<file path="src/hdl/lsu_settings.svh">
`ifndef LSU_SETTINGS_SVH
`define LSU_SETTINGS_SVH

// integer register and address width
`define LSU_XLEN 64

// data ram depth in 64-bit words
`define LSU_RAM_WORDS 256

// major opcode field, instr[6:2]
// LOAD is the I-type memory read group
`define LSU_OPC_LOAD 5'b00000

// STORE is the S-type memory write group
`define LSU_OPC_STORE 5'b01000

`endif

</file>
<file path="src/hdl/lsu_pkg.sv">
`include "lsu_settings.svh"

package lsu_pkg;

    // access width, taken straight from funct3[1:0]
    typedef enum logic [1:0] {
        SZ_BYTE   = 2'b00,
        SZ_HALF   = 2'b01,
        SZ_WORD   = 2'b10,
        SZ_DOUBLE = 2'b11
    } acc_size_e;

    // one decoded memory request
    typedef struct packed {
        logic                 is_load;
        logic                 is_store;
        // funct3[2], zero extension on loads
        logic                 unsigned_ld;
        acc_size_e            size;
        // full byte address from the alu
        logic [`LSU_XLEN-1:0] addr;
        // store data, still right-aligned
        logic [`LSU_XLEN-1:0] wdata;
    } mem_req_t;

    // wishbone classic, master to slave
    typedef struct packed {
        logic                   cyc;
        logic                   stb;
        logic                   we;
        // one bit per byte lane
        logic [`LSU_XLEN/8-1:0] sel;
        logic [`LSU_XLEN-1:0]   adr;
        logic [`LSU_XLEN-1:0]   dat;
    } wb_m2s_t;

    // wishbone classic, slave to master
    typedef struct packed {
        logic                 ack;
        logic [`LSU_XLEN-1:0] dat;
    } wb_s2m_t;

endpackage

</file>
<file path="src/hdl/lane_align.sv">
`timescale 1ns/1ps
`include "lsu_settings.svh"

module lane_align (
    input  lsu_pkg::mem_req_t      req_i,
    output logic [`LSU_XLEN/8-1:0] sel_o,
    output logic [`LSU_XLEN-1:0]   wdata_o,
    output lsu_pkg::mem_req_t      req_o
);
    import lsu_pkg::*;

    localparam int NB = `LSU_XLEN / 8;

    logic [2:0]    off;
    logic [5:0]    bit_off;
    logic [NB-1:0] base_sel;

    // byte offset inside the 64-bit word
    assign off     = req_i.addr[2:0];
    // same offset in bits
    assign bit_off = {off, 3'b000};

    // lanes covered at offset zero
    always_comb begin
        case (req_i.size)
            SZ_BYTE: begin
                base_sel = 8'b0000_0001;
            end
            SZ_HALF: begin
                base_sel = 8'b0000_0011;
            end
            SZ_WORD: begin
                base_sel = 8'b0000_1111;
            end
            default: begin
                base_sel = 8'b1111_1111;
            end
        endcase
    end

    // move the lane mask up to the start byte
    // aligned requests never run past lane 7
    assign sel_o = base_sel << off;

    // each store byte onto its own lane
    // bytes above the access width are masked by sel
    assign wdata_o = req_i.wdata << bit_off;

    // request goes on unchanged for the master
    assign req_o = req_i;

endmodule

</file>
<file path="config.mk">
export PLATFORM = sky130hd
export DESIGN_NAME = lane_align
export DESIGN_NICKNAME = d
export VERILOG_FILES = /design/src/hdl/lsu_pkg.sv /design/src/hdl/lane_align.sv
export VERILOG_INCLUDE_DIRS = /design/src /design/src/hdl
export SDC_FILE = /design/constraint.sdc
export NUM_CORES = 1
export LEC_CHECK = 0
export ABC_AREA = 1
export BUFFER_PORTS_ARGS = -buffer_cell sky130_fd_sc_hd__buf_4
export CELL_PAD_IN_SITES_DETAIL_PLACEMENT = 1
export CELL_PAD_IN_SITES_GLOBAL_PLACEMENT = 1
export CORE_ASPECT_RATIO = 2
export CORE_UTILIZATION = 18
export DETAILED_ROUTE_END_ITERATION = 6
export GPL_TIMING_DRIVEN = 0
export PLACE_DENSITY = 0.75
export SETUP_SLACK_MARGIN = 0.5
export SLEW_MARGIN = 20
export SYNTH_ARGS = -nofsm -noshare
export SYNTH_HDL_FRONTEND = slang
export SYNTH_SLANG_ARGS = --single-unit
</file>
<file path="constraint.sdc">
create_clock -name vclk -period 0.8
set_input_delay 0.04 -clock vclk [all_inputs]
set_output_delay 0.04 -clock vclk [all_outputs]
set_load 0.03 [all_outputs]
</file>
==> key figures <==
Worst setup path
  – Critical-path maximum fanout: 5
  – Worst path slowest cell: clkbuf_16
  – Crit path depth: 8
  – Element type at the critical path start: input port
  – Most used cell, CP: nand2_2
  – WP buf/inv: 3
  – Worst path required time: ~760 ps
  – Setup crit end kind: primary output
  – CP Data Arrival Time: ~980 ps
  – CP Class: input port to primary output
  – CP top delay family: simple AND/OR/NAND/NOR gates
  – Worst-path cell chain: clkbuf_16 -> nor2_4 -> clkbuf_16 -> nand2_2 -> nand2_2 -> nand2_2 -> nand2_4 -> buf_6
  – Critical Path End: wdata_o[48]
  – Worst Setup SP: req_i[64]
  – Slowest stage delay, CP: 190 ps

Global route
  – Antenna violations before repair: 0
  – Largest net degree at the start of global routing: 11
  – GR Util All Layers: 0.213
  – GRT overflow: 0
  – First-pass GRT wire length: 28500 um
  – Vias in the first global route: approximately 5200

STA
  – Min Tclk post-route: around 1000 ps
  – RSZ-0062 raised after global routing: true
  – Setup ws final: -221 ps
  – # setup viols final: a little over 70
  – Max-slew headroom: 0.773
  – Worst-Margin Slew: between 300 and 400 ps
  – Final Hold Vio Count: 0
  – Setup TNS: -10240 ps
  – Final worst path period share: 1.28
  – Hold WS: 263 ps
  – Max Clock Freq: 979 MHz
  – Slew Limit Fails: 0

Drt
  – ANT nets after route: 0
  – DR iter-0 viols: 213
  – Detailed-route wire length: 22300 um
  – Via count: 5127
  – Wire per inst: about 20 um
  – DRC: 0
  – DRT Pass-1 Iters: 4
  – Vias per cell: 4.67

Place
  – Post-Place Cells: 1084
  – Placer Congestion: just under 0.9
  – Detail Placement HPWL: between 15000 and 20000 um
  – Post-DP Area: 6310 um2
  – IO buf count: between 200 and 300

Cells and area
  – Fillers: roughly 2000
  – Final #Nets: just over 1000
  – Multi-input logic area: between 3000 and 4000 um2
  – Post-route core utilization: 0.513
  – Finished Layout Cells: 1099
  – Area Overhead vs Synth: 178%
  – Register Area: 0 um2
  – Antenna cells: 0
  – Sequential cell count: 0
  – Most frequent cells in the layout: buf_6, buf_4, nand2_1, nand2_2, buf_8
  – Share of cells above drive strength 1: 0.783
  – Design Area, Final: around 8600 um2
  – Clock buf count: 0
  – Commonest non-fill, non-tap cell in the layout: buf_6

Outcome
  – Violated checks: negative setup slack
  – Status: complete, but fails checks

Floorplanning
  – Initial Util: 0.184
  – I/O pins: between 300 and 400
  – FP Rows: 67
  – Die area: approximately 18000 um2
  – Core area: between 15000 and 20000 um2
  – Die Wd: roughly 94 um
  – Die Y: about 190 um

Power
  – Worst vdd ir: around 0.32 mV
  – PD cells: about 760 nW/um2
  – LEAKAGE: 4.28 nW

Hold path
  – Hold Crit Start: req_i[105]
  – Worst Hold Class: input port to primary output

Yosys
  – Mapped Cells: approximately 600
  – Cell variety after synth: 16
  – Post-synthesis sequential area ratio: 0
  – Net count after synthesis: ~740
  – Mapped Area: just over 3000 um2
  – Syn Area/Cell: about 5.1 um2
  – Total number of yosys warnings: 0

Run
  – Max Cap Violations: 0
[where the power goes]
group | total (mW) | switching (mW) | internal [mW]
registers | 0 | 0 | 0
clock network | 0 | 0 | 0
logic | 6.53 | 3.55 | 2.98
[synthesized netlist by cell type, drive strengths merged]
cell type	instances	area (um2)
o21ai	1	5.00
nand4	1	6.26
clkbuf	5	18.8
nor2	29	116
inv	32	125
a21oi	11	55.1
buf	162	1200
nand3	135	676
nand2	230	871
[stage by stage]
step | setup WS (ps) | power [mW]
finish | -221 | 6.53
global route | -251 | 6.81
CTS | -242 | 5.49
detailed placement | -435 | 5.18
global placement | -426 | 5.14
floorplan | -6.92 | 3.36
[logic make-up (layout without fill, tap and decap cells)]
| logic type | after synthesis | count (layout) | share of synthesized area |
|---|---|---|---|
| AO/OA/AOI/OAI | 12 | 12 | 0.0195 |
| AND/OR/NAND/NOR | 395 | 396 | 0.543 |
| buffers and inverters | 199 | 484 | 0.437 |
[layer usage]
metal | vias up | track usage | wire [um]
li1 | 2360 | - | -
met1 | 2402 | 0.187 | 6240
met2 | 303 | 0.467 | 13600
met3 | 62 | 0.0236 | 1460
met4 | 0 | 0.0562 | 1030
met5 | - | 0 | 0
[worst min-delay path by stage]
stage | cells past startpoint | to | slack (ps)
3_5_place_dp | 2 | req_o[119] | 300
4_1_cts | 2 | req_o[119] | 300
6_report | 2 | req_o[105] | 260
3_3_place_gp | 2 | req_o[117] | 300
2_1_floorplan | 1 | req_o[0] | 210
5_1_grt | 2 | req_o[92] | 270
[repair_timing]
action / CTS / global route
gates resized for setup: 137 / 385
setup buffers: 2 / 5
endpoints found under the setup margin: 205 / 205
cloned: 0 / 8
pin swaps: 4 / 25
hold buffers: 0 / 0
[cell type report]
type / instances / area share
tap: 207 / 0.0303
inverter: 32 / 0.0209
multi-input combinational: 408 / 0.358
buffer: 167 / 0.204
timing repair inverter: 1 / 0.00132
timing repair buffer: 284 / 0.385
Power figures use the tool's default switching activity.
