<file path="src/hdl/lsu_settings.svh">
`ifndef LSU_SETTINGS_SVH
`define LSU_SETTINGS_SVH

// integer register and address width
`define LSU_XLEN 64

// data ram depth in 64-bit words
`define LSU_RAM_WORDS 256

// major opcode field, instr[6:2]
// LOAD is the I-type memory read group
`define LSU_OPC_LOAD 5'b00000

// STORE is the S-type memory write group
`define LSU_OPC_STORE 5'b01000

`endif

</file>
<file path="src/hdl/lsu_pkg.sv">
`include "lsu_settings.svh"

package lsu_pkg;

    // access width, taken straight from funct3[1:0]
    typedef enum logic [1:0] {
        SZ_BYTE   = 2'b00,
        SZ_HALF   = 2'b01,
        SZ_WORD   = 2'b10,
        SZ_DOUBLE = 2'b11
    } acc_size_e;

    // one decoded memory request
    typedef struct packed {
        logic                 is_load;
        logic                 is_store;
        // funct3[2], zero extension on loads
        logic                 unsigned_ld;
        acc_size_e            size;
        // full byte address from the alu
        logic [`LSU_XLEN-1:0] addr;
        // store data, still right-aligned
        logic [`LSU_XLEN-1:0] wdata;
    } mem_req_t;

    // wishbone classic, master to slave
    typedef struct packed {
        logic                   cyc;
        logic                   stb;
        logic                   we;
        // one bit per byte lane
        logic [`LSU_XLEN/8-1:0] sel;
        logic [`LSU_XLEN-1:0]   adr;
        logic [`LSU_XLEN-1:0]   dat;
    } wb_m2s_t;

    // wishbone classic, slave to master
    typedef struct packed {
        logic                 ack;
        logic [`LSU_XLEN-1:0] dat;
    } wb_s2m_t;

endpackage

</file>
<file path="src/hdl/ls_decode.sv">
`timescale 1ns/1ps
`include "lsu_settings.svh"

module ls_decode (
    input  logic [31:0]          instr_i,
    input  logic [31:0]          instr_last_i,
    input  logic [`LSU_XLEN-1:0] addr_i,
    input  logic [`LSU_XLEN-1:0] rs2_i,
    input  logic [`LSU_XLEN-1:0] wb_data_i,
    output lsu_pkg::mem_req_t    req_o,
    output logic                 misalign_o
);
    import lsu_pkg::*;

    logic       is_ld;
    logic       is_st;
    logic       last_ld;
    logic       fwd;
    logic       bad_align;
    logic [2:0] funct3;
    acc_size_e  size;

    // funct3 carries both width and sign mode
    assign funct3 = instr_i[14:12];
    assign size   = acc_size_e'(funct3[1:0]);

    // opcode class, low two bits must be 11 for a 32-bit instruction
    assign is_ld = (instr_i[6:2] == `LSU_OPC_LOAD) && (instr_i[1:0] == 2'b11);
    assign is_st = (instr_i[6:2] == `LSU_OPC_STORE) && (instr_i[1:0] == 2'b11);

    // previous instruction was a load
    assign last_ld = (instr_last_i[6:2] == `LSU_OPC_LOAD) && (instr_last_i[1:0] == 2'b11);

    // load result not yet in the register file
    // x0 never forwards
    assign fwd = last_ld && (instr_last_i[11:7] == instr_i[24:20])
                 && (instr_last_i[11:7] != 5'd0);

    // natural alignment check against the access width
    always_comb begin
        case (size)
            SZ_BYTE: bad_align = 1'b0;
            SZ_HALF: bad_align = addr_i[0];
            SZ_WORD: bad_align = |addr_i[1:0];
            default: bad_align = |addr_i[2:0];
        endcase
    end

    // only memory instructions can be misaligned
    assign misalign_o = (is_ld || is_st) && bad_align;

    // misaligned access makes no bus cycle
    assign req_o.is_load     = is_ld && !bad_align;
    assign req_o.is_store    = is_st && !bad_align;
    assign req_o.unsigned_ld = funct3[2];
    assign req_o.size        = size;
    assign req_o.addr        = addr_i;
    // store data with load-use forwarding
    assign req_o.wdata       = fwd ? wb_data_i : rs2_i;

endmodule

</file>
<file path="config.mk">
export PLATFORM = sky130hd
export DESIGN_NAME = ls_decode
export DESIGN_NICKNAME = d
export VERILOG_FILES = /design/src/hdl/lsu_pkg.sv /design/src/hdl/ls_decode.sv
export VERILOG_INCLUDE_DIRS = /design/src /design/src/hdl
export SDC_FILE = /design/constraint.sdc
export NUM_CORES = 1
export LEC_CHECK = 0
export ABC_AREA = 1
export BUFFER_PORTS_ARGS = -buffer_cell sky130_fd_sc_hd__buf_4
export CAP_MARGIN = 20
export CORE_AREA = 2 2 150 152
export DETAILED_ROUTE_END_ITERATION = 16
export DIE_AREA = 0 0 152 154
export GPL_TIMING_DRIVEN = 0
export PLACE_DENSITY_LB_ADDON = 0.15
export SYNTH_ARGS = -nofsm -noshare
export SYNTH_HDL_FRONTEND = slang
export SYNTH_SLANG_ARGS = --single-unit
</file>
<file path="constraint.sdc">
create_clock -name vclk -period 1.98
set_input_delay 0.396 -clock vclk [all_inputs]
set_output_delay 0.396 -clock vclk [all_outputs]
set_load 0.1 [all_outputs]
</file>
==> key figures <==
STA
  • Final setup viols: 56
  • Final slew viol count: 0
  • Hold Vio Cnt, Final: 0
  • Unrepaired setup endpoints after global routing: yes
  • Minimum clock period: just over 2 ns
  • Setup ws final: -0.0897 ns
  • Final period utilization: 105%
  • Worst slew pin tran: 0.283 ns
  • Relative slew slack: 81.3%
  • Maximum clock rate: 0.483 GHz
  • Final TNS setup: -3.65 ns

Route
  • Final wirelength: around 11,000 um
  • DRT Pass-1 Iters: 4
  • Top sig layer: met4
  • Routed wl met2: 6110 um
  • DR WL/cell: 11.9 um
  • Vias per inst: around 3.5
  • Final ANT Viol Nets: 0
  • DRT met1 WL: 3960 um
  • DR vias: ~3,200
  • Detail Route met3 WL: 918 um
  • First-iteration detailed-routing DRC count: approximately 90
  • DRC Markers: 0

Finish
  • Fin util: between 30% and 40%
  • Clkbuf count: 0
  • Most frequent cells in the layout: buf_4, nand2_4, buf_12
  • Diode count: 0
  • Sequential cell area: 0 um^2
  • Commonest non-fill, non-tap cell in the layout: buf_4
  • Layout Cells excl Fill: just over 900
  • Seq Cell Count: 0
  • Syn-to-layout area delta: 255%
  • Share of cells above drive strength 1: 88.8%
  • Final nets: 903
  • Cell area after layout: 6580 um^2

Power and ir drop
  • Combinational power share: 100.0%
  • Clock power frac: 0%
  • Static leakage: approximately 3.1 nW
  • Power per Cell Area: ~330 nW/um^2
  • Pint: ~0.76 mW
  • Sw power: approximately 1.4 mW
  • Net Sw Frac: approximately 64%
  • Peak VDD IR: a little under 0.2 mV
  • Sequential share of power: 0%

Setup path
  • Worst EP arrival: around 1.7 ns
  • CP Max Fanout: 5
  • Setup Crit Path Kind: input port to primary output
  • Required @ worst endpoint: between 1.5 and 2 ns
  • Critical Path Sink Type: primary output
  • CP startpoint kind: input port

Synth
  • Gate Count Post-Synth: 343
  • Largest family of logic cells by synthesized area: simple AND/OR/NAND/NOR gates
  • Adder-cell share of the synthesized area: 0%
  • Synth Area in Compound Gates: less than 1%
  • Synth Area in Simple Gates: between 50% and 60%
  • Xor and xnor area share after synthesis: less than 1%
  • Yosys warns: 0
  • Multiplexer area fraction after synthesis: 0%
  • Post-Syn Nets: approximately 600
  • Syn_area_per_cell: between 5 and 6 um^2
  • Post-synthesis cell type count: 18
  • Post-synthesis sequential area ratio: 0%
  • Mapped Area: between 1500 and 2000 um^2

Die
  • Starting Density: about 8.6%
  • I/O pins: around 400
  • Area of the core: 21,700 um^2
  • Core Rows: between 50 and 60
  • DIE WIDTH: 152 um
  • Die ar.: 23,400 um^2
  • Die Ht: between 150 and 200 um

GRT
  • Initial antenna violation count: 0
  • Global-route wire length before repair: approximately 17,000 um
  • Largest net degree at the start of global routing: 11
  • GRT overflow: 0
  • Vias in the first global route: roughly 3,300
  • Gr usage total: roughly 8.6%

Worst hold path
  • Hold Path Depth: 2
  • Hold path start: addr_i[26]
  • Tightest Hold Check Type: input port to primary output
  • Hold Path End: req_o[90]

Placed design
  • Post-DP HPWL: 9020 um
  • Placed insts: between 900 and 1,000
  • RePlAce Congestion: slightly above 0.7
  • IO Port Bufs: roughly 290
  • Setup WS pre-CTS: -0.376 ns
  • Placed Area: around 4900 um^2

Status
  • Status: finished, violations left
  • Violated checks: negative setup slack

Job
  • Max cap viols: 0
==> power by group through the flow <==
| stage | Clock [mW] | Combinational [mW] | Sequential (mW) |
|---|---|---|---|
| finish | 0 | 2.14 | 0 |
| CTS | 0 | 2.11 | 0 |
| global placement | 0 | 1.82 | 0 |
| detailed placement | 0 | 1.82 | 0 |
| floorplan | 0 | 1.34 | 0 |
| global route | 0 | 2.21 | 0 |
==> worst max-delay path, stage by stage <==
cell	delay, ns
buf_6	0.09
inv_2	0.04
nand2_2	0.05
nor2_4	0.14
nand2_2	0.08
nor2_4	0.10
nand3_4	0.14
buf_12	0.19
clkbuf_16	0.16
nand2_2	0.07
nand2_4	0.05
buf_12	0.16
==> synth_stat cells <==
| cell | instances | area share [%] |
|---|---|---|
| a21o_1 | 1 | 0.40 |
| a21oi_1 | 1 | 0.27 |
| buf_4 | 68 | 28 |
| buf_6 | 6 | 3.6 |
| buf_8 | 6 | 4.9 |
| clkbuf_8 | 6 | 4.5 |
| inv_1 | 18 | 3.6 |
| inv_2 | 1 | 0.20 |
| nand2_1 | 148 | 30 |
| nand2_2 | 1 | 0.34 |
| nand3_1 | 67 | 18 |
| nand3_2 | 1 | 0.54 |
| nand3_4 | 1 | 0.94 |
| nand4_1 | 1 | 0.34 |
| nor2_1 | 13 | 2.6 |
| nor2_2 | 2 | 0.67 |
| nor2_8 | 1 | 1.1 |
| xnor2_1 | 1 | 0.47 |
==> per-layer routing <==
metal | vias to the layer above | global-route usage [%]
li1 | 1610 | -
met1 | 1446 | 10.3
met2 | 184 | 16.9
met3 | 2 | 1.41
met4 | 0 | 0.267
met5 | - | 0
==> kinds of logic after synthesis <==
logic type / count (synthesis)
AOI/OAI and AO/OA: 2
buffers and inverters: 105
xor gates and xnor gates: 1
and+or+nand+nor: 235
==> final cells by class <==
class,count,area [um^2]
Buffer,86,808
Multi-Input combinational cell,238,2100
Fill cell,2307,15100
Inverter,19,73.8
Tap cell,280,350
Timing Repair Buffer,302,3250
==> repair_timing <==
action | in CTS | in global routing
pin swaps | 22 | 14
gates cloned | 3 | 1
resized for setup | 332 | 60
hold buffers | 0 | 0
endpoints found under the hold margin | 0 | 0
setup endpoints to repair | 64 | 64
buffers inserted | 8 | 0
==> metrics by stage <==
| step | total power [mW] | hold WS, ns |
|---|---|---|
| 2_1_floorplan | 1.34 | 1.00 |
| 3_3_place_gp | 1.82 | 1.12 |
| 3_5_place_dp | 1.82 | 1.12 |
| 4_1_cts | 2.11 | 1.12 |
| 5_1_grt | 2.21 | 1.12 |
| 6_report | 2.14 | 1.12 |
==> how the worst max path moves through the flow <==
stage | startpoint | slack (ns) | to | depth (start not counted)
final | instr_last_i[6] | -0.09 | req_o[16] | 12
after global routing | instr_last_i[6] | -0.17 | req_o[47] | 12
after CTS | instr_last_i[3] | -0.11 | req_o[25] | 12
after detailed placement | instr_last_i[5] | -0.38 | req_o[42] | 10
after global placement | instr_last_i[5] | -0.40 | req_o[42] | 10
after floorplan | instr_i[12] | -0.39 | req_o[131] | 4
No activity file was read; power rests on OpenSTA's default activity.
