`src/hdl/lsu_settings.svh`:
```
`ifndef LSU_SETTINGS_SVH
`define LSU_SETTINGS_SVH

// integer register and address width
`define LSU_XLEN 64

// data ram depth in 64-bit words
`define LSU_RAM_WORDS 256

// major opcode field, instr[6:2]
// LOAD is the I-type memory read group
`define LSU_OPC_LOAD 5'b00000

// STORE is the S-type memory write group
`define LSU_OPC_STORE 5'b01000

`endif

```
`src/hdl/lsu_pkg.sv`:
```
`include "lsu_settings.svh"

package lsu_pkg;

    // access width, taken straight from funct3[1:0]
    typedef enum logic [1:0] {
        SZ_BYTE   = 2'b00,
        SZ_HALF   = 2'b01,
        SZ_WORD   = 2'b10,
        SZ_DOUBLE = 2'b11
    } acc_size_e;

    // one decoded memory request
    typedef struct packed {
        logic                 is_load;
        logic                 is_store;
        // funct3[2], zero extension on loads
        logic                 unsigned_ld;
        acc_size_e            size;
        // full byte address from the alu
        logic [`LSU_XLEN-1:0] addr;
        // store data, still right-aligned
        logic [`LSU_XLEN-1:0] wdata;
    } mem_req_t;

    // wishbone classic, master to slave
    typedef struct packed {
        logic                   cyc;
        logic                   stb;
        logic                   we;
        // one bit per byte lane
        logic [`LSU_XLEN/8-1:0] sel;
        logic [`LSU_XLEN-1:0]   adr;
        logic [`LSU_XLEN-1:0]   dat;
    } wb_m2s_t;

    // wishbone classic, slave to master
    typedef struct packed {
        logic                 ack;
        logic [`LSU_XLEN-1:0] dat;
    } wb_s2m_t;

endpackage

```
`src/hdl/load_extend.sv`:
```
`timescale 1ns/1ps
`include "lsu_settings.svh"

module load_extend (
    input  logic                 clk,
    input  logic                 rst_n_i,
    input  logic                 fin_i,
    input  logic                 fin_load_i,
    input  lsu_pkg::acc_size_e   fin_size_i,
    input  logic                 fin_unsigned_i,
    input  logic [2:0]           fin_off_i,
    input  logic [`LSU_XLEN-1:0] rdata_i,
    input  logic                 misalign_i,
    output logic                 done_o,
    output logic [`LSU_XLEN-1:0] result_o,
    output logic                 misalign_o
);
    import lsu_pkg::*;

    logic [`LSU_XLEN-1:0] shifted;
    logic [`LSU_XLEN-1:0] ext;

    // addressed byte down to bit 0
    assign shifted = rdata_i >> {fin_off_i, 3'b000};

    // keep the field, then sign or zero fill
    always_comb begin
        case (fin_size_i)
            SZ_BYTE: begin
                ext = {{(`LSU_XLEN-8){shifted[7] & !fin_unsigned_i}}, shifted[7:0]};
            end
            SZ_HALF: begin
                ext = {{(`LSU_XLEN-16){shifted[15] & !fin_unsigned_i}}, shifted[15:0]};
            end
            SZ_WORD: begin
                ext = {{(`LSU_XLEN-32){shifted[31] & !fin_unsigned_i}}, shifted[31:0]};
            end
            default: begin
                ext = shifted;
            end
        endcase
    end

    // done and misalign pulse together
    always_ff @(posedge clk) begin
        if (!rst_n_i) begin
            done_o     <= 1'b0;
            misalign_o <= 1'b0;
        end else begin
            done_o     <= fin_i;
            misalign_o <= fin_i && misalign_i;
        end
    end

    // stores and non-memory ops give zero
    always_ff @(posedge clk) begin
        if (fin_i) begin
            result_o <= fin_load_i ? ext : '0;
        end
    end

endmodule

```
`config.mk`:
```
export PLATFORM = sky130hd
export DESIGN_NAME = load_extend
export DESIGN_NICKNAME = d
export VERILOG_FILES = /design/src/hdl/lsu_pkg.sv /design/src/hdl/load_extend.sv
export VERILOG_INCLUDE_DIRS = /design/src /design/src/hdl
export SDC_FILE = /design/constraint.sdc
export NUM_CORES = 1
export LEC_CHECK = 0
export ABC_AREA = 1
export BUFFER_PORTS_ARGS = -buffer_cell sky130_fd_sc_hd__buf_2
export CORE_MARGIN = 2
export CORE_UTILIZATION = 52
export CTS_CLUSTER_DIAMETER = 100
export CTS_CLUSTER_SIZE = 28
export DETAILED_ROUTE_END_ITERATION = 16
export MAX_ROUTING_LAYER = met4
export PLACE_DENSITY = 0.81
export RECOVER_POWER = 25
export SYNTH_ARGS = -nofsm -noshare
export SYNTH_HDL_FRONTEND = slang
export SYNTH_SLANG_ARGS = --single-unit
```
`constraint.sdc`:
```
create_clock -name clk -period 1.8 [get_ports clk]
set_clock_uncertainty 0.1 [all_clocks]
set_input_delay 0.27 -clock clk [delete_from_list [all_inputs] [get_ports clk]]
set_output_delay 0.27 -clock clk [all_outputs]
set_load 0.03 [all_outputs]
```
==> flow_metrics.py, run 1 <==
metrics = {
    "status": {
        "status": "completed",
    },
    "drt": {
        "drtIter0Drc": 365,
        "antenna_left": 0,
        "viasPerCell": 5.51,
        "avgRoutedWirePerCell_microns": 15.4,
        "drc": 0,
        "drt_wl_total_microns": 13400,
        "drt_pass1_iterations": 6,
        "vias": 4785,
    },
    "place": {
        "port_buffers": 140,
        "dp.cells": 852,
        "gp_congestion": 0.989,
        "pre_cts_ws_ps": -14.5,
        "hpwl_microns": 9670,
    },
    "sta": {
        "slew_headroom_pct": 39.4,
        "fmax_ghz": 0.679,
        "worst_slew_pin_slew_ps": 908,
        "tns_ps": 0,
        "drv_slew": 0,
        "worst_slack_ps": 326,
        "rsz0062_at_grt": "false",
        "finalSetupViolCount": 0,
        "period_minus_slack_ps": 1470,
        "hold_viol": 0,
        "period_share_pct": 81.9,
    },
    "final_layout": {
        "area_growth_pct": 23.7,
        "layout-drive-gt1-share_pct": 27.1,
        "final_cell_mix": "nand2_1 (204), buf_2 (140), nor2_1 (106), edfxtp_1 (64), nand3_1 (52)",
        "nets": 830,
        "final_common_cell": "nand2_1",
        "final_cell_count_no_fill": 868,
        "n_antenna_cell": 0,
    },
    "flow_run": {
        "cap_violations": 0,
    },
    "global_route": {
        "grt_pass1_wl_microns": 21700,
        "grt_max_degree": 66,
        "grt-ovfl-total": 0,
        "antenna_found_initial": 0,
        "grt_pass1_vias": 4552,
        "grt.total_usage_pct": 29.5,
    },
    "logic_synthesis": {
        "syn-instance-count": 627,
        "ys_seq_elements": 66,
        "avgSynthCellArea_sq_um": 7.23,
        "synth_cell_types": 31,
        "ys_seq_area_share_pct": 43.3,
        "netlist_area_sq_mm": 0.00453,
        "yosys_warnings": 0,
        "syn_nets": 702,
    },
    "die": {
        "io_pins": 141,
        "die_area_sq_mm": 0.00948,
        "die_h_microns": 97.3,
        "core-area_sq_mm": 0.00859,
        "fp.dieW_microns": 97.3,
        "initial_core_util_pct": 52.7,
        "row_count": 34,
    },
    "worst_setup_path": {
        "critical_path_class": "in2reg",
        "critPathTopFamily": "simple AND/OR/NAND/NOR gates",
        "critPathMaxFanout": 17,
        "crit_path_end_kind": "flip-flop",
        "cp.arrival_ps": 1470,
        "cp-start-kind": "primary input",
        "worst-path-buf-inv": 3,
        "cp.required_ps": 1800,
        "max_stage_delay_ps": 170,
        "crit_chain": "buf_2, inv_2, nand2_2, nand3_2, nand3_1, nand3_2, nand3_4, buf_12, nor2_1, nor2_1",
        "crit_slowest_cell": "inv_2",
    },
    "hold_path": {
        "hold_path.class": "in2reg",
    },
    "clocking": {
        "htree_num_levels": 3,
        "clk_pin_slew_ps": 70,
        "cts_resized": 0,
        "cts-root-buf": "clkbuf_8",
        "cts_buffers": 9,
        "cts_setup_buffers": 0,
        "clk_path_buf_depth": 2,
        "cts_hold_buf": 0,
        "cts_tree": "built",
        "clock_sinks": 66,
    },
    "power_and_ir_drop": {
        "cellPowerDensity_mw_per_mm2": 803,
        "peakVddDrop_v": 0.000325,
        "p_leak_nw": 2.74,
    },
}
-- synth_stat cells --
library cell  count  area (sq um)
nand2_1         204           766
nor2_1          106           398
edfxtp_1         64          1920
nand3_1          52           260
a21oi_1          39           195
o21ai_0          32           160
inv_1            27           101
buf_2            17          85.1
clkbuf_1         15          56.3
nand2_2          13          81.3
buf_4             6          45.0
buf_6             6          67.6
mux2i_1           6          60.1
o31a_1            6          52.6
o211ai_1          5          37.5
nand3_2           4          40.0
buf_1             3          11.3
nor3_1            3          15.0
or2_2             3          18.8
dfxtp_1           2          40.0
inv_2             2          7.51
nand2_4           2          22.5
o22ai_1           2          12.5
a211oi_1          1          7.51
and2_1            1          6.26
buf_12            1          20.0
inv_4             1          6.26
nand3_4           1          17.5
nor2_2            1          6.26
o21ai_1           1          5.00
or2_1             1          6.26
-- report_power, final --
part           switching, mW  internal (mW)  leakage, nW
sequential            0.0336           1.84        0.629
combinational          0.839          0.401         2.00
clock                  0.610          0.779        0.107
-- metal layers --
layer / vias up / wire, microns / global-route usage (%)
met4: 0 / 298 / 10.1
met5: - / 0 / -
met3: 30 / 1160 / 5.68
met2: 249 / 6580 / 48.5
met1: 2203 / 5350 / 36.9
li1: 2303 / - / -
-- sequential cells by signal, indices dropped and copies added (netlist names) --
signal / count
misalign_o: 1
done_o: 1
result_o: 64
-- cells by family (layout without fill, tap and decap cells) --
group,count (synthesis),in the layout,share of synthesized area [%]
AND/OR/NAND/NOR,391,391,36.2
flip-flops,66,66,43.3
multiplexers,6,6,1.33
buffers and inverters,78,211,8.84
AO/OA/AOI/OAI,86,86,10.4
-- final timing paths --
path | start | endpoint | slack [ps] | depth (start not counted)
worst max-delay path | fin_off_i[0] | result_o[43] | 330 | 10
worst min-delay path | rst_n_i | done_o | 30 | 3
-- area by class of cell --
class | count | area [sq um]
clock inverters | 5 | 78.8
well taps | 108 | 135
clock buffers | 11 | 131
multi-input cells | 483 | 2170
repair buffers | 165 | 1010
flip-flops and latches | 66 | 1960
inverters | 30 | 115
fillers | 763 | 2990
-- metrics by stage --
step	util (%)	total power, mW	area, sq um	hold WS (ps)
floorplan	-	2.71	4530	281
global placement	62.9	3.12	5410	368
detailed placement	62.9	3.14	5410	382
CTS	65.4	4.52	5620	16.9
global route	65.2	4.70	5600	42.3
finish	65.2	4.50	5600	26.0
Power figures use the tool's default switching activity.
==> run 2, diff against run 1 <==
- clock period: 1.8 -> 1.54 ns (I/O delays scaled with it)
==> flow_metrics.py, run 2 (same netlist as run 1, synthesis figures left out) <==
metrics = {
    "status": {
        "status": "completed",
    },
    "flow_run": {
        "cap_violations": 0,
    },
    "sta": {
        "fmax_ghz": 0.668,
        "hold_viol": 0,
        "worst_slew_pin_slew_ps": 880,
        "slew_headroom_pct": 41.4,
        "worst_slack_ps": 42.7,
        "period_share_pct": 97.2,
        "drv_slew": 0,
        "hold_ws_ps": 8.59,
        "rsz0062_at_grt": "true",
        "period_minus_slack_ps": 1500,
        "finalSetupViolCount": 0,
    },
    "worst_setup_path": {
        "cp-start-kind": "primary input",
        "cp.arrival_ps": 1640,
        "crit_chain": "buf_2, buf_4, buf_12, mux2i_1, o21ai_0, nand2_1, nand2_1, nand2_1, inv_1",
        "cp.required_ps": 1680,
        "crit_path_end_kind": "flip-flop",
        "critical_path_class": "in2reg",
        "critPathMaxFanout": 11,
        "cpMostUsedCell": "nand2_1",
        "crit_slowest_cell": "o21ai_0",
        "critPathTopFamily": "buffers and inverters",
        "max_stage_delay_ps": 440,
        "worst-path-buf-inv": 4,
    },
    "final_layout": {
        "final_common_cell": "nand2_1",
        "layout-drive-gt1-share_pct": 31.3,
        "fin_util_pct": 69.4,
        "top_regs": "result_o (64), done_o (1), misalign_o (1)",
        "regMostFlops": "result_o",
        "n_antenna_cell": 0,
        "final_cell_mix": "nand2_1 (204), buf_2 (140), nor2_1 (102), edfxtp_1 (64), nand3_1 (49)",
        "nets": 862,
        "largest_register_ffs": 64,
        "fillCellCount": 730,
        "area_growth_pct": 31.6,
        "final_cell_count_no_fill": 900,
    },
    "clocking": {
        "cts_hold_buf": 0,
        "htree_num_levels": 3,
        "cts_setup_buffers": 0,
        "clock_sinks": 66,
        "clk_path_buf_depth": 2,
        "cts_buffers": 9,
        "cts-root-buf": "clkbuf_8",
        "clk_pin_slew_ps": 90,
        "cts_resized": 0,
        "cts_tree": "built",
    },
    "drt": {
        "drt_pass1_iterations": 6,
        "drtIter0Drc": 635,
        "vias": 5000,
        "antenna_left": 0,
        "drt_wl_total_microns": 14000,
        "drc": 0,
        "avgRoutedWirePerCell_microns": 15.6,
        "viasPerCell": 5.56,
    },
    "global_route": {
        "grt-ovfl-total": 0,
        "grt_max_degree": 66,
        "antenna_found_initial": 0,
        "grt_pass1_wl_microns": 22900,
        "grt.total_usage_pct": 30.8,
        "grt_pass1_vias": 4613,
    },
    "power_and_ir_drop": {
        "cellPowerDensity_mw_per_mm2": 912,
        "peakVddDrop_v": 0.000394,
        "p_leak_nw": 2.93,
        "power_mw": 5.43,
    },
    "die": {
        "core-area_sq_mm": 0.00859,
        "row_count": 34,
        "io_pins": 141,
        "die_area_sq_mm": 0.00948,
        "fp.dieW_microns": 97.3,
        "initial_core_util_pct": 52.7,
        "die_h_microns": 97.3,
    },
    "hold_path": {
        "hold_path.class": "in2reg",
    },
    "place": {
        "port_buffers": 140,
        "dp.cells": 884,
        "gp_congestion": 1.01,
        "hpwl_microns": 10400,
        "pre_cts_ws_ps": -279,
    },
}
[run 2: where the power goes]
part	total, mW	leakage [nW]	switching, mW	internal (mW)
Sequential	2.19	0.629	0.0416	2.15
Combinational	1.56	2.19	1.02	0.541
Clock	1.69	0.115	0.762	0.928
[run 2: cell type report]
class	count	area, sq um	share of cell area, %
repair buffers	197	1320	22.1
clock inverters	7	103	1.72
clock buffers	9	124	2.08
inverters	30	125	2.10
multi-input cells	483	2200	36.9
flip-flops and latches	66	1960	32.9
well taps	108	135	2.27
[run 2: per-stage QoR]
step	setup TNS (ps)	instance area, sq um
floorplan	0	4550
CTS	0	5950
detailed placement	-13330	5730
global route	-86.1	5960
global placement	-11560	5730
finish	0	5960
[run 2: per-layer routing]
| layer | share of wire [%] | GRT usage (%) | up-vias |
|---|---|---|---|
| met5 | 0 | - | - |
| met4 | 2.6 | 8.87 | 0 |
| met3 | 8.9 | 3.88 | 48 |
| met1 | 38 | 39.1 | 2268 |
| li1 | - | - | 2374 |
| met2 | 50 | 52.1 | 310 |
[run 2: worst min-delay path, stage by stage]
cell and delay [ps]:
buf_2 80, nand2_1 70, inv_1 60
[run 2: path summary, 6_finish.rpt]
kind | to | slack [ps] | startpoint | cells after the start
max | result_o[19] | 40 | fin_off_i[0] | 9
min | done_o | 9 | rst_n_i | 3
