--- config.mk ---
export PLATFORM = sky130hd
export DESIGN_NAME = wb_master
export DESIGN_NICKNAME = d
export VERILOG_FILES = /design/src/hdl/lsu_pkg.sv /design/src/hdl/wb_master.sv
export VERILOG_INCLUDE_DIRS = /design/src /design/src/hdl
export SDC_FILE = /design/constraint.sdc
export NUM_CORES = 1
export LEC_CHECK = 0
export ABC_AREA = 1
export BUFFER_PORTS_ARGS = -buffer_cell sky130_fd_sc_hd__buf_2
export CORE_AREA = 2 2 188 190
export CTS_CLUSTER_SIZE = 12
export DETAILED_ROUTE_END_ITERATION = 16
export DIE_AREA = 0 0 190 192
export GPL_TIMING_DRIVEN = 0
export PLACE_DENSITY = 0.43
export SYNTH_ARGS = -nofsm -noshare
export SYNTH_HDL_FRONTEND = slang
export SYNTH_SLANG_ARGS = --single-unit
--- constraint.sdc ---
create_clock -name clk -period 7.9 [get_ports clk]
set_input_delay 0.79 -clock clk [delete_from_list [all_inputs] [get_ports clk]]
set_output_delay 0.79 -clock clk [all_outputs]
set_load 0.1 [all_outputs]
--- src/hdl/lsu_settings.svh ---
`ifndef LSU_SETTINGS_SVH
`define LSU_SETTINGS_SVH

// integer register and address width
`define LSU_XLEN 64

// data ram depth in 64-bit words
`define LSU_RAM_WORDS 256

// major opcode field, instr[6:2]
// LOAD is the I-type memory read group
`define LSU_OPC_LOAD 5'b00000

// STORE is the S-type memory write group
`define LSU_OPC_STORE 5'b01000

`endif

--- src/hdl/lsu_pkg.sv ---
`include "lsu_settings.svh"

package lsu_pkg;

    // access width, taken straight from funct3[1:0]
    typedef enum logic [1:0] {
        SZ_BYTE   = 2'b00,
        SZ_HALF   = 2'b01,
        SZ_WORD   = 2'b10,
        SZ_DOUBLE = 2'b11
    } acc_size_e;

    // one decoded memory request
    typedef struct packed {
        logic                 is_load;
        logic                 is_store;
        // funct3[2], zero extension on loads
        logic                 unsigned_ld;
        acc_size_e            size;
        // full byte address from the alu
        logic [`LSU_XLEN-1:0] addr;
        // store data, still right-aligned
        logic [`LSU_XLEN-1:0] wdata;
    } mem_req_t;

    // wishbone classic, master to slave
    typedef struct packed {
        logic                   cyc;
        logic                   stb;
        logic                   we;
        // one bit per byte lane
        logic [`LSU_XLEN/8-1:0] sel;
        logic [`LSU_XLEN-1:0]   adr;
        logic [`LSU_XLEN-1:0]   dat;
    } wb_m2s_t;

    // wishbone classic, slave to master
    typedef struct packed {
        logic                 ack;
        logic [`LSU_XLEN-1:0] dat;
    } wb_s2m_t;

endpackage

--- src/hdl/wb_master.sv ---
`timescale 1ns/1ps
`include "lsu_settings.svh"

module wb_master (
    input  logic                   clk,
    input  logic                   rst_n_i,
    input  logic                   start_i,
    input  lsu_pkg::mem_req_t      req_i,
    input  logic                   misalign_i,
    input  logic [`LSU_XLEN/8-1:0] sel_i,
    input  logic [`LSU_XLEN-1:0]   wdata_i,
    input  lsu_pkg::wb_s2m_t       bus_i,
    output lsu_pkg::wb_m2s_t       bus_o,
    output logic                   ready_o,
    output logic                   fin_o,
    output logic                   fin_load_o,
    output lsu_pkg::acc_size_e     fin_size_o,
    output logic                   fin_unsigned_o,
    output logic [2:0]             fin_off_o,
    output logic                   fin_misalign_o,
    output logic [`LSU_XLEN-1:0]   rdata_o
);
    import lsu_pkg::*;

    typedef enum logic [1:0] {
        ST_IDLE,
        ST_BUS,
        ST_FIN
    } state_e;

    state_e                 state_q;
    logic                   accept;
    logic                   go_bus;
    logic                   ld_q;
    logic                   st_q;
    logic                   uns_q;
    logic                   mis_q;
    acc_size_e              size_q;
    logic [`LSU_XLEN-1:0]   addr_q;
    logic [`LSU_XLEN/8-1:0] sel_q;
    logic [`LSU_XLEN-1:0]   wdata_q;
    logic [`LSU_XLEN-1:0]   rdata_q;

    // handshake with the caller
    assign accept = start_i && (state_q == ST_IDLE);
    // only aligned loads and stores touch the bus
    assign go_bus = (req_i.is_load || req_i.is_store) && !misalign_i;

    always_ff @(posedge clk) begin
        if (!rst_n_i) begin
            state_q <= ST_IDLE;
        end else begin
            case (state_q)
                ST_IDLE: begin
                    if (start_i) begin
                        state_q <= go_bus ? ST_BUS : ST_FIN;
                    end
                end
                ST_BUS: begin
                    // hold the cycle until the slave acks
                    if (bus_i.ack) begin
                        state_q <= ST_FIN;
                    end
                end
                default: begin
                    state_q <= ST_IDLE;
                end
            endcase
        end
    end

    // request fields held for the whole access
    always_ff @(posedge clk) begin
        if (accept) begin
            ld_q    <= req_i.is_load;
            st_q    <= req_i.is_store;
            uns_q   <= req_i.unsigned_ld;
            size_q  <= req_i.size;
            addr_q  <= req_i.addr;
            mis_q   <= misalign_i;
            sel_q   <= sel_i;
            wdata_q <= wdata_i;
        end
        // read word sampled on the ack edge
        if ((state_q == ST_BUS) && bus_i.ack) begin
            rdata_q <= bus_i.dat;
        end
    end

    // cyc and stb drop on the edge that sees ack
    assign bus_o.cyc = (state_q == ST_BUS);
    assign bus_o.stb = (state_q == ST_BUS);
    assign bus_o.we  = st_q;
    assign bus_o.sel = sel_q;
    // word address, lanes picked by sel
    assign bus_o.adr = {addr_q[`LSU_XLEN-1:3], 3'b000};
    assign bus_o.dat = wdata_q;

    assign ready_o        = (state_q == ST_IDLE);
    // one cycle pulse, fields valid alongside
    assign fin_o          = (state_q == ST_FIN);
    assign fin_load_o     = ld_q;
    assign fin_size_o     = size_q;
    assign fin_unsigned_o = uns_q;
    assign fin_off_o      = addr_q[2:0];
    assign fin_misalign_o = mis_q;
    assign rdata_o        = rdata_q;

endmodule

==> summary.md, run 1 <==
- **area taken by multi-input logic gates** 88.8 um2
- **share of cells above drive strength 1** 0.673
- **total design power** 3.05 mW
- **Post-Synthesis Mean Instance Area** 27.3 um2
- **most area-hungry cell type in the Yosys netlist** sky130_fd_sc_hd__edfxtp_1
- **crit path from** state_q[0]
- **number of hold-slack violations in the final timing report** 0
- **most frequent cells after synthesis** 206 x sky130_fd_sc_hd__edfxtp_1, 5 x sky130_fd_sc_hd__buf_4, 4 x sky130_fd_sc_hd__inv_1, 4 x sky130_fd_sc_hd__nor2_1
- **fraction of registers with async set or reset after synthesis** 0
- **sequential standard cell area** 6230 um2
- **Power Dens Cells** 304 nW/um2
- **Startpoint Class** flip-flop
- **final setup skew** 0.0148 ns
- **I/O pin count** 487
- **initial antenna violation count** 4
- **total die area** 36,500 um2
- **number of buffers created by CTS** 25
- **Tcrit/Tclk final** 0.309
- **Starting Density** 0.186
- **Cell Int Power** 2.09 mW
- **count of mapped cells out of synthesis** 233
- **transition time at the pin with the least slew margin** 0.842 ns
- **global-route wire length before repair** 25,000 um
- **Final Core Density** 0.293
- **post-cts sizing count** 0
- **summed negative setup slack over all endpoints** 0 ns
- **Detail Route Antenna Nets** 0
- **most instantiated flip-flop cell in the synthesis netlist** sky130_fd_sc_hd__edfxtp_1
- **Worst IR Drop VDD** 0.000176 V
- **per-cell via count in the routed design** 3.44
- **capture point of the critical path** bus_o[138]
- **starting DRC count in detailed routing** 114
- **fin. max-slew vios** 0
- **Setup Crit Path Kind** flip-flop to primary output
- **sequential share of power** 0.427
- **core outline area** 34,300 um2
- **Logic pwr share** 0.190
- **most numerous cell in the Yosys netlist** sky130_fd_sc_hd__edfxtp_1
- **Distinct cells, synth** 14
- **DIE HEIGHT** 192 um
- **die span in x** 190 um
- **synthesis-stage register bit count** 208
- **DP Wirelength** 14,400 um
- **area fraction of the dominant cell type after synthesis** 0.972
- **clock period minus final worst setup slack** 2.44 ns
- **Post-synth EDFFs** 206
- **Net Sw Frac** 0.316
- **worst reg2reg startpoint** state_q[0]
- **total wire length after detailed routing** 18,500 um
- **part of the power in the clock network** 0.384
- **setup repair after global routing missed its margin** false
- **global-route usage over all layers** 0.0938
- **worst reg2reg path depth** 6
- **total iterations of the first detailed-routing run** 4
- **Area growth, synth to finish** 57.7%
- **clock tree from TritonCTS** yes
- **worst flop-to-flop path endpoint** wdata_q[38]
- **maximum count of clock buffers along a single path** 3
- **wire per inst** 15.9 um
- **count of vias placed by the detailed router** 4,004
- **number of non-filler instances in the completed layout** 1,164
- **Root Buffer Master** sky130_fd_sc_hd__clkbuf_16
- **Cell Rows** 68
- **overflow left after global routing** 0
- **leakage power total** 4.18 nW
- **Port Buf Inserts** 419
- **count of synthesis-stage warnings from yosys** 0
- **number of hold-repair buffers added at the cts stage** 0
- **clk slew on worst S/H paths** 0.06 ns
- **DRC violations left** 0
- **largest fanout on the critical path** 4
- **Tightest Hold Check Type** primary input to flip-flop
- **power spent charging and discharging nets** 0.963 mW
- **share of synthesized area occupied by flip-flops and latches** 0.979
- **insertion delay of the later-clocked pin in the worst-skew pair** 0.54 ns
- **CTS sink cnt** 208
- **vias in the first global route** 4,130
- **Cell Area, Synth** 6360 um2
- **Critical Path RT** 7.11 ns
- **endpoint class of the critical path** primary output
- **fill cell total of the finished layout** 3,520
- **maximum operating frequency** 0.410 GHz
- **total setup buffers inserted after CTS** 0
- **largest net degree at the start of global routing** 28
- **number of max-cap violations** 0
- **Slew headroom** 0.437
- **number of placed instances, taps included** 1,119
- **result of the run** complete, no violations
- **setup slack on the worst flop-to-flop path** 5.75 ns
- **number of antenna repair diodes** 0
- **top post-synthesis cells by area** sky130_fd_sc_hd__edfxtp_1 97%, sky130_fd_sc_hd__dfxtp_1 0.63%, sky130_fd_sc_hd__buf_4 0.59%, sky130_fd_sc_hd__inv_1 0.24%, sky130_fd_sc_hd__nor2_1 0.24%
- **worst endpoint data arrival time** 1.65 ns
- **Setup-failing EPs final** 0
- **CTS H-tree lvls** 1
- **global placer's final weighted congestion** 0.675
- **count of nets after finishing** 965
-- cells by family after synthesis --
kind of cell	synth area share
buffers and inverters	0.00944
other	0.000589
AO/OA/AOI/OAI	0.00295
flip-flops	0.979
AND/OR/NAND/NOR	0.00845
-- routing by layer --
metal | up-vias | share of wire | wire, um | global-route usage
li1 | 1840 | - | - | -
met1 | 1821 | 0.33 | 6030 | 0.0874
met2 | 296 | 0.49 | 9020 | 0.167
met3 | 39 | 0.15 | 2740 | 0.0566
met4 | 8 | 0.033 | 618 | 0.0361
met5 | - | 0.0027 | 50 | 0
-- cell usage in the layout (no fill, tap or decap), types with 3 or more instances in the layout --
| cell | netlist | layout |
|---|---|---|
| sky130_fd_sc_hd__buf_6 | 0 | 4 |
| sky130_fd_sc_hd__conb_1 | 1 | 3 |
| sky130_fd_sc_hd__clkinv_2 | 0 | 3 |
| sky130_fd_sc_hd__buf_4 | 5 | 6 |
| sky130_fd_sc_hd__clkbuf_16 | 0 | 25 |
| sky130_fd_sc_hd__clkbuf_1 | 0 | 6 |
| sky130_fd_sc_hd__bufinv_16 | 0 | 4 |
| sky130_fd_sc_hd__edfxtp_1 | 206 | 206 |
| sky130_fd_sc_hd__inv_1 | 4 | 4 |
| sky130_fd_sc_hd__clkinv_1 | 0 | 3 |
| sky130_fd_sc_hd__buf_2 | 0 | 419 |
| sky130_fd_sc_hd__nor2_1 | 4 | 4 |
| sky130_fd_sc_hd__buf_12 | 0 | 4 |
-- area by class of cell --
type	instances	share of cell area
Tap cell	455	0.0568
Clock buffer	31	0.0646
Clock inverter	14	0.0181
Multi-Input combinational cell	16	0.00886
Sequential cell	208	0.621
Timing Repair Buffer	429	0.225
Inverter	6	0.00225
Buffer	5	0.00374
-- critical path: stages (launching register included) --
cell                      delay (ns)
sky130_fd_sc_hd__dfxtp_1        0.37
sky130_fd_sc_hd__inv_2          0.07
sky130_fd_sc_hd__nor2_1         0.14
sky130_fd_sc_hd__buf_4          0.13
sky130_fd_sc_hd__buf_2          0.41
-- per-stage QoR --
stage	hold WS [ns]	cell area (um2)	worst slack, ns
finish	0.417	10000	5.46
global route	0.390	10000	5.34
CTS	0.374	10000	5.42
detailed placement	0.524	9200	5.22
global placement	0.505	9040	-0.0237
floorplan	0.485	6370	2.17
-- how the worst min path moves through the flow --
stage                 from          end  slack [ns]  cells after the start
3_3_place_gp    state_q[0]   state_q[1]        0.50                      2
4_1_cts        wdata_i[31]  wdata_q[31]        0.37                      1
6_report       wdata_i[31]  wdata_q[31]        0.42                      1
2_1_floorplan   state_q[0]   state_q[1]        0.49                      2
3_5_place_dp    state_q[0]   state_q[1]        0.52                      2
5_1_grt        wdata_i[22]  wdata_q[22]        0.39                      1
-- flip-flops by register name, summed over array words and instances, names as in the netlist --
register / count
state_q: 2
fin_unsigned_o: 1
addr_q: 64
fin_load_o: 1
fin_misalign_o: 1
wdata_q: 64
st_q: 1
sel_q: 8
rdata_o: 64
fin_size_o: 2
-- power by group through the flow --
stage | clock network [mW] | registers, mW | logic, mW
4_1_cts | 1.22 | 1.30 | 0.584
5_1_grt | 1.25 | 1.31 | 0.596
3_3_place_gp | 0 | 1.33 | 0.568
6_report | 1.17 | 1.30 | 0.578
3_5_place_dp | 0 | 1.32 | 0.584
2_1_floorplan | 0 | 1.73 | 0.0459
No activity file was read; power rests on OpenSTA's default activity.
==> inputs of run 2 (changes only) <==
--- a/config.mk
+++ b/config.mk
@@ -13,7 +13,7 @@
 export DETAILED_ROUTE_END_ITERATION = 16
 export DIE_AREA = 0 0 190 192
 export GPL_TIMING_DRIVEN = 0
-export PLACE_DENSITY = 0.43
+export PLACE_DENSITY = 0.45
 export SYNTH_ARGS = -nofsm -noshare
 export SYNTH_HDL_FRONTEND = slang
 export SYNTH_SLANG_ARGS = --single-unit
==> constraint.sdc (replaced) <==
create_clock -name clk -period 2.1 [get_ports clk]
set_input_delay 0.21 -clock clk [delete_from_list [all_inputs] [get_ports clk]]
set_output_delay 0.21 -clock clk [all_outputs]
set_load 0.1 [all_outputs]
==> summary.md, run 2 (same netlist as run 1, synthesis figures left out) <==
- **Root Buffer Master** sky130_fd_sc_hd__clkbuf_16
- **number of max-cap violations** 0
- **starting DRC count in detailed routing** 136
- **vias in the first global route** 5,232
- **result of the run** complete, no violations
- **final setup skew** 0.0143 ns
- **wire per inst** 15.4 um
- **overflow left after global routing** 0
- **global-route wire length before repair** 29,800 um
- **clk slew on worst S/H paths** 0.06 ns
- **setup repair after global routing missed its margin** false
- **worst endpoint data arrival time** 1.60 ns
- **insertion delay of the later-clocked pin in the worst-skew pair** 0.54 ns
- **number of non-filler instances in the completed layout** 1,372
- **total wire length after detailed routing** 21,100 um
- **Cell Rows** 68
- **Final Core Density** 0.353
- **Port Buf Inserts** 419
- **Tcrit/Tclk final** 0.860
- **DRC violations left** 0
- **Area growth, synth to finish** 90.3%
- **endpoint class of the critical path** primary output
- **per-cell via count in the routed design** 3.49
- **maximum operating frequency** 0.554 GHz
- **number of hold-slack violations in the final timing report** 0
- **total die area** 36,500 um2
- **maximum count of clock buffers along a single path** 3
- **clock tree from TritonCTS** yes
- **fin. max-slew vios** 0
- **Detail Route Antenna Nets** 0
- **total iterations of the first detailed-routing run** 4
- **most common cell after layout, fill and taps aside** sky130_fd_sc_hd__buf_2
- **Power Dens Cells** 963 nW/um2
- **number of placed instances, taps included** 1,116
- **share of cells above drive strength 1** 0.522
- **number of buffers created by CTS** 25
- **count of vias placed by the detailed router** 4,788
- **Setup-failing EPs final** 0
- **Slew headroom** 0.566
- **CTS H-tree lvls** 1
- **global-route usage over all layers** 0.108
- **Starting Density** 0.186
- **post-place setup slack** 0.102 ns
- **post-cts sizing count** 0
- **leakage power total** 5.03 nW
- **die span in x** 190 um
- **core outline area** 34,300 um2
- **transition time at the pin with the least slew margin** 0.650 ns
- **Critical Path RT** 1.89 ns
- **initial antenna violation count** 1
- **count of nets after finishing** 1,171
- **fill cell total of the finished layout** 3,257
- **Tightest Hold Check Type** primary input to flip-flop
- **largest fanout on the critical path** 4
- **DP Wirelength** 14,700 um
- **Setup Crit Path Kind** flip-flop to primary output
- **total setup buffers inserted after CTS** 0
- **most frequent cells in the layout** 419 x sky130_fd_sc_hd__buf_2, 208 x sky130_fd_sc_hd__dlygate4sd3_1, 206 x sky130_fd_sc_hd__edfxtp_1
- **CTS sink cnt** 208
- **crit path setup slack, layout** 0.294 ns
- **I/O pin count** 487
- **clock period minus final worst setup slack** 1.81 ns
- **Startpoint Class** flip-flop
- **DIE HEIGHT** 192 um
- **Worst IR Drop VDD** 0.000703 V
- **largest net degree at the start of global routing** 35
- **global placer's final weighted congestion** 0.695
==> run 2: cell count changes in the layout (fill, tap and decap cells not counted), sizes merged, moves of 2 or more <==
cell         before  now
buf             434  431
clkbuf           31   29
clkinv            8   10
clkinvlp          0    3
dlygate4sd3       0  208
==> run 2: layout make-up <==
cell class                      instances  area [um2]  area share
Antenna cell                            1        2.50    0.000207
Buffer                                  5        37.5     0.00310
Clock buffer                           29         641      0.0529
Clock inverter                         17         165      0.0136
Inverter                                6        22.5     0.00186
Multi-Input combinational cell         17         101     0.00837
Sequential cell                       208        6230       0.514
Tap cell                              455         569      0.0470
Timing Repair Buffer                  634        4340       0.359
==> run 2: power by group <==
part           internal, mW  switching [mW]
logic                 0.570            1.92
registers              4.84          0.0611
clock network          2.55            1.71
==> run 2: worst max-delay path, stage by stage, from the launching register on <==
cell,delay [ns]
sky130_fd_sc_hd__dfxtp_2,0.34
sky130_fd_sc_hd__inv_2,0.06
sky130_fd_sc_hd__nor2_1,0.12
sky130_fd_sc_hd__buf_4,0.12
sky130_fd_sc_hd__buf_2,0.41
==> run 2: timing repair <==
item                       4_1_cts  5_1_grt
setup endpoints to repair        0       52
hold endpoints to repair       208        0
hold buffers                   208        0
==> run 2: layer usage <==
metal	GRT usage	routed length (um)	vias to the layer above
met5	0	0	-
met4	0.0379	519	0
met3	0.0464	2570	36
met2	0.194	10300	320
met1	0.113	7750	2178
li1	-	-	2254
==> run 2: worst paths after layout <==
| check | startpoint | to | slack [ns] | cells past startpoint |
|---|---|---|---|---|
| max | state_q[0] | bus_o[138] | 0.29 | 4 |
| min | bus_i[64] | state_q[0] | 0.06 | 4 |
| max reg2reg | state_q[1] | rdata_o[8] | 0.33 | 4 |
| min reg2reg | state_q[0] | state_q[1] | 0.54 | 2 |
==> run 2: per-stage QoR <==
stage                     instance area [um2]  TNS [ns]  total power [mW]  hold WS (ns)
after floorplan                          6380   -144.10              6.69         0.309
after detailed placement                 9210         0              7.18         0.388
after CTS                               12100         0              11.9        0.0157
final                                   12100         0              11.7        0.0566
after global routing                    12100         0              12.1        0.0497
after global placement                   9050   -347.09              7.15         0.387
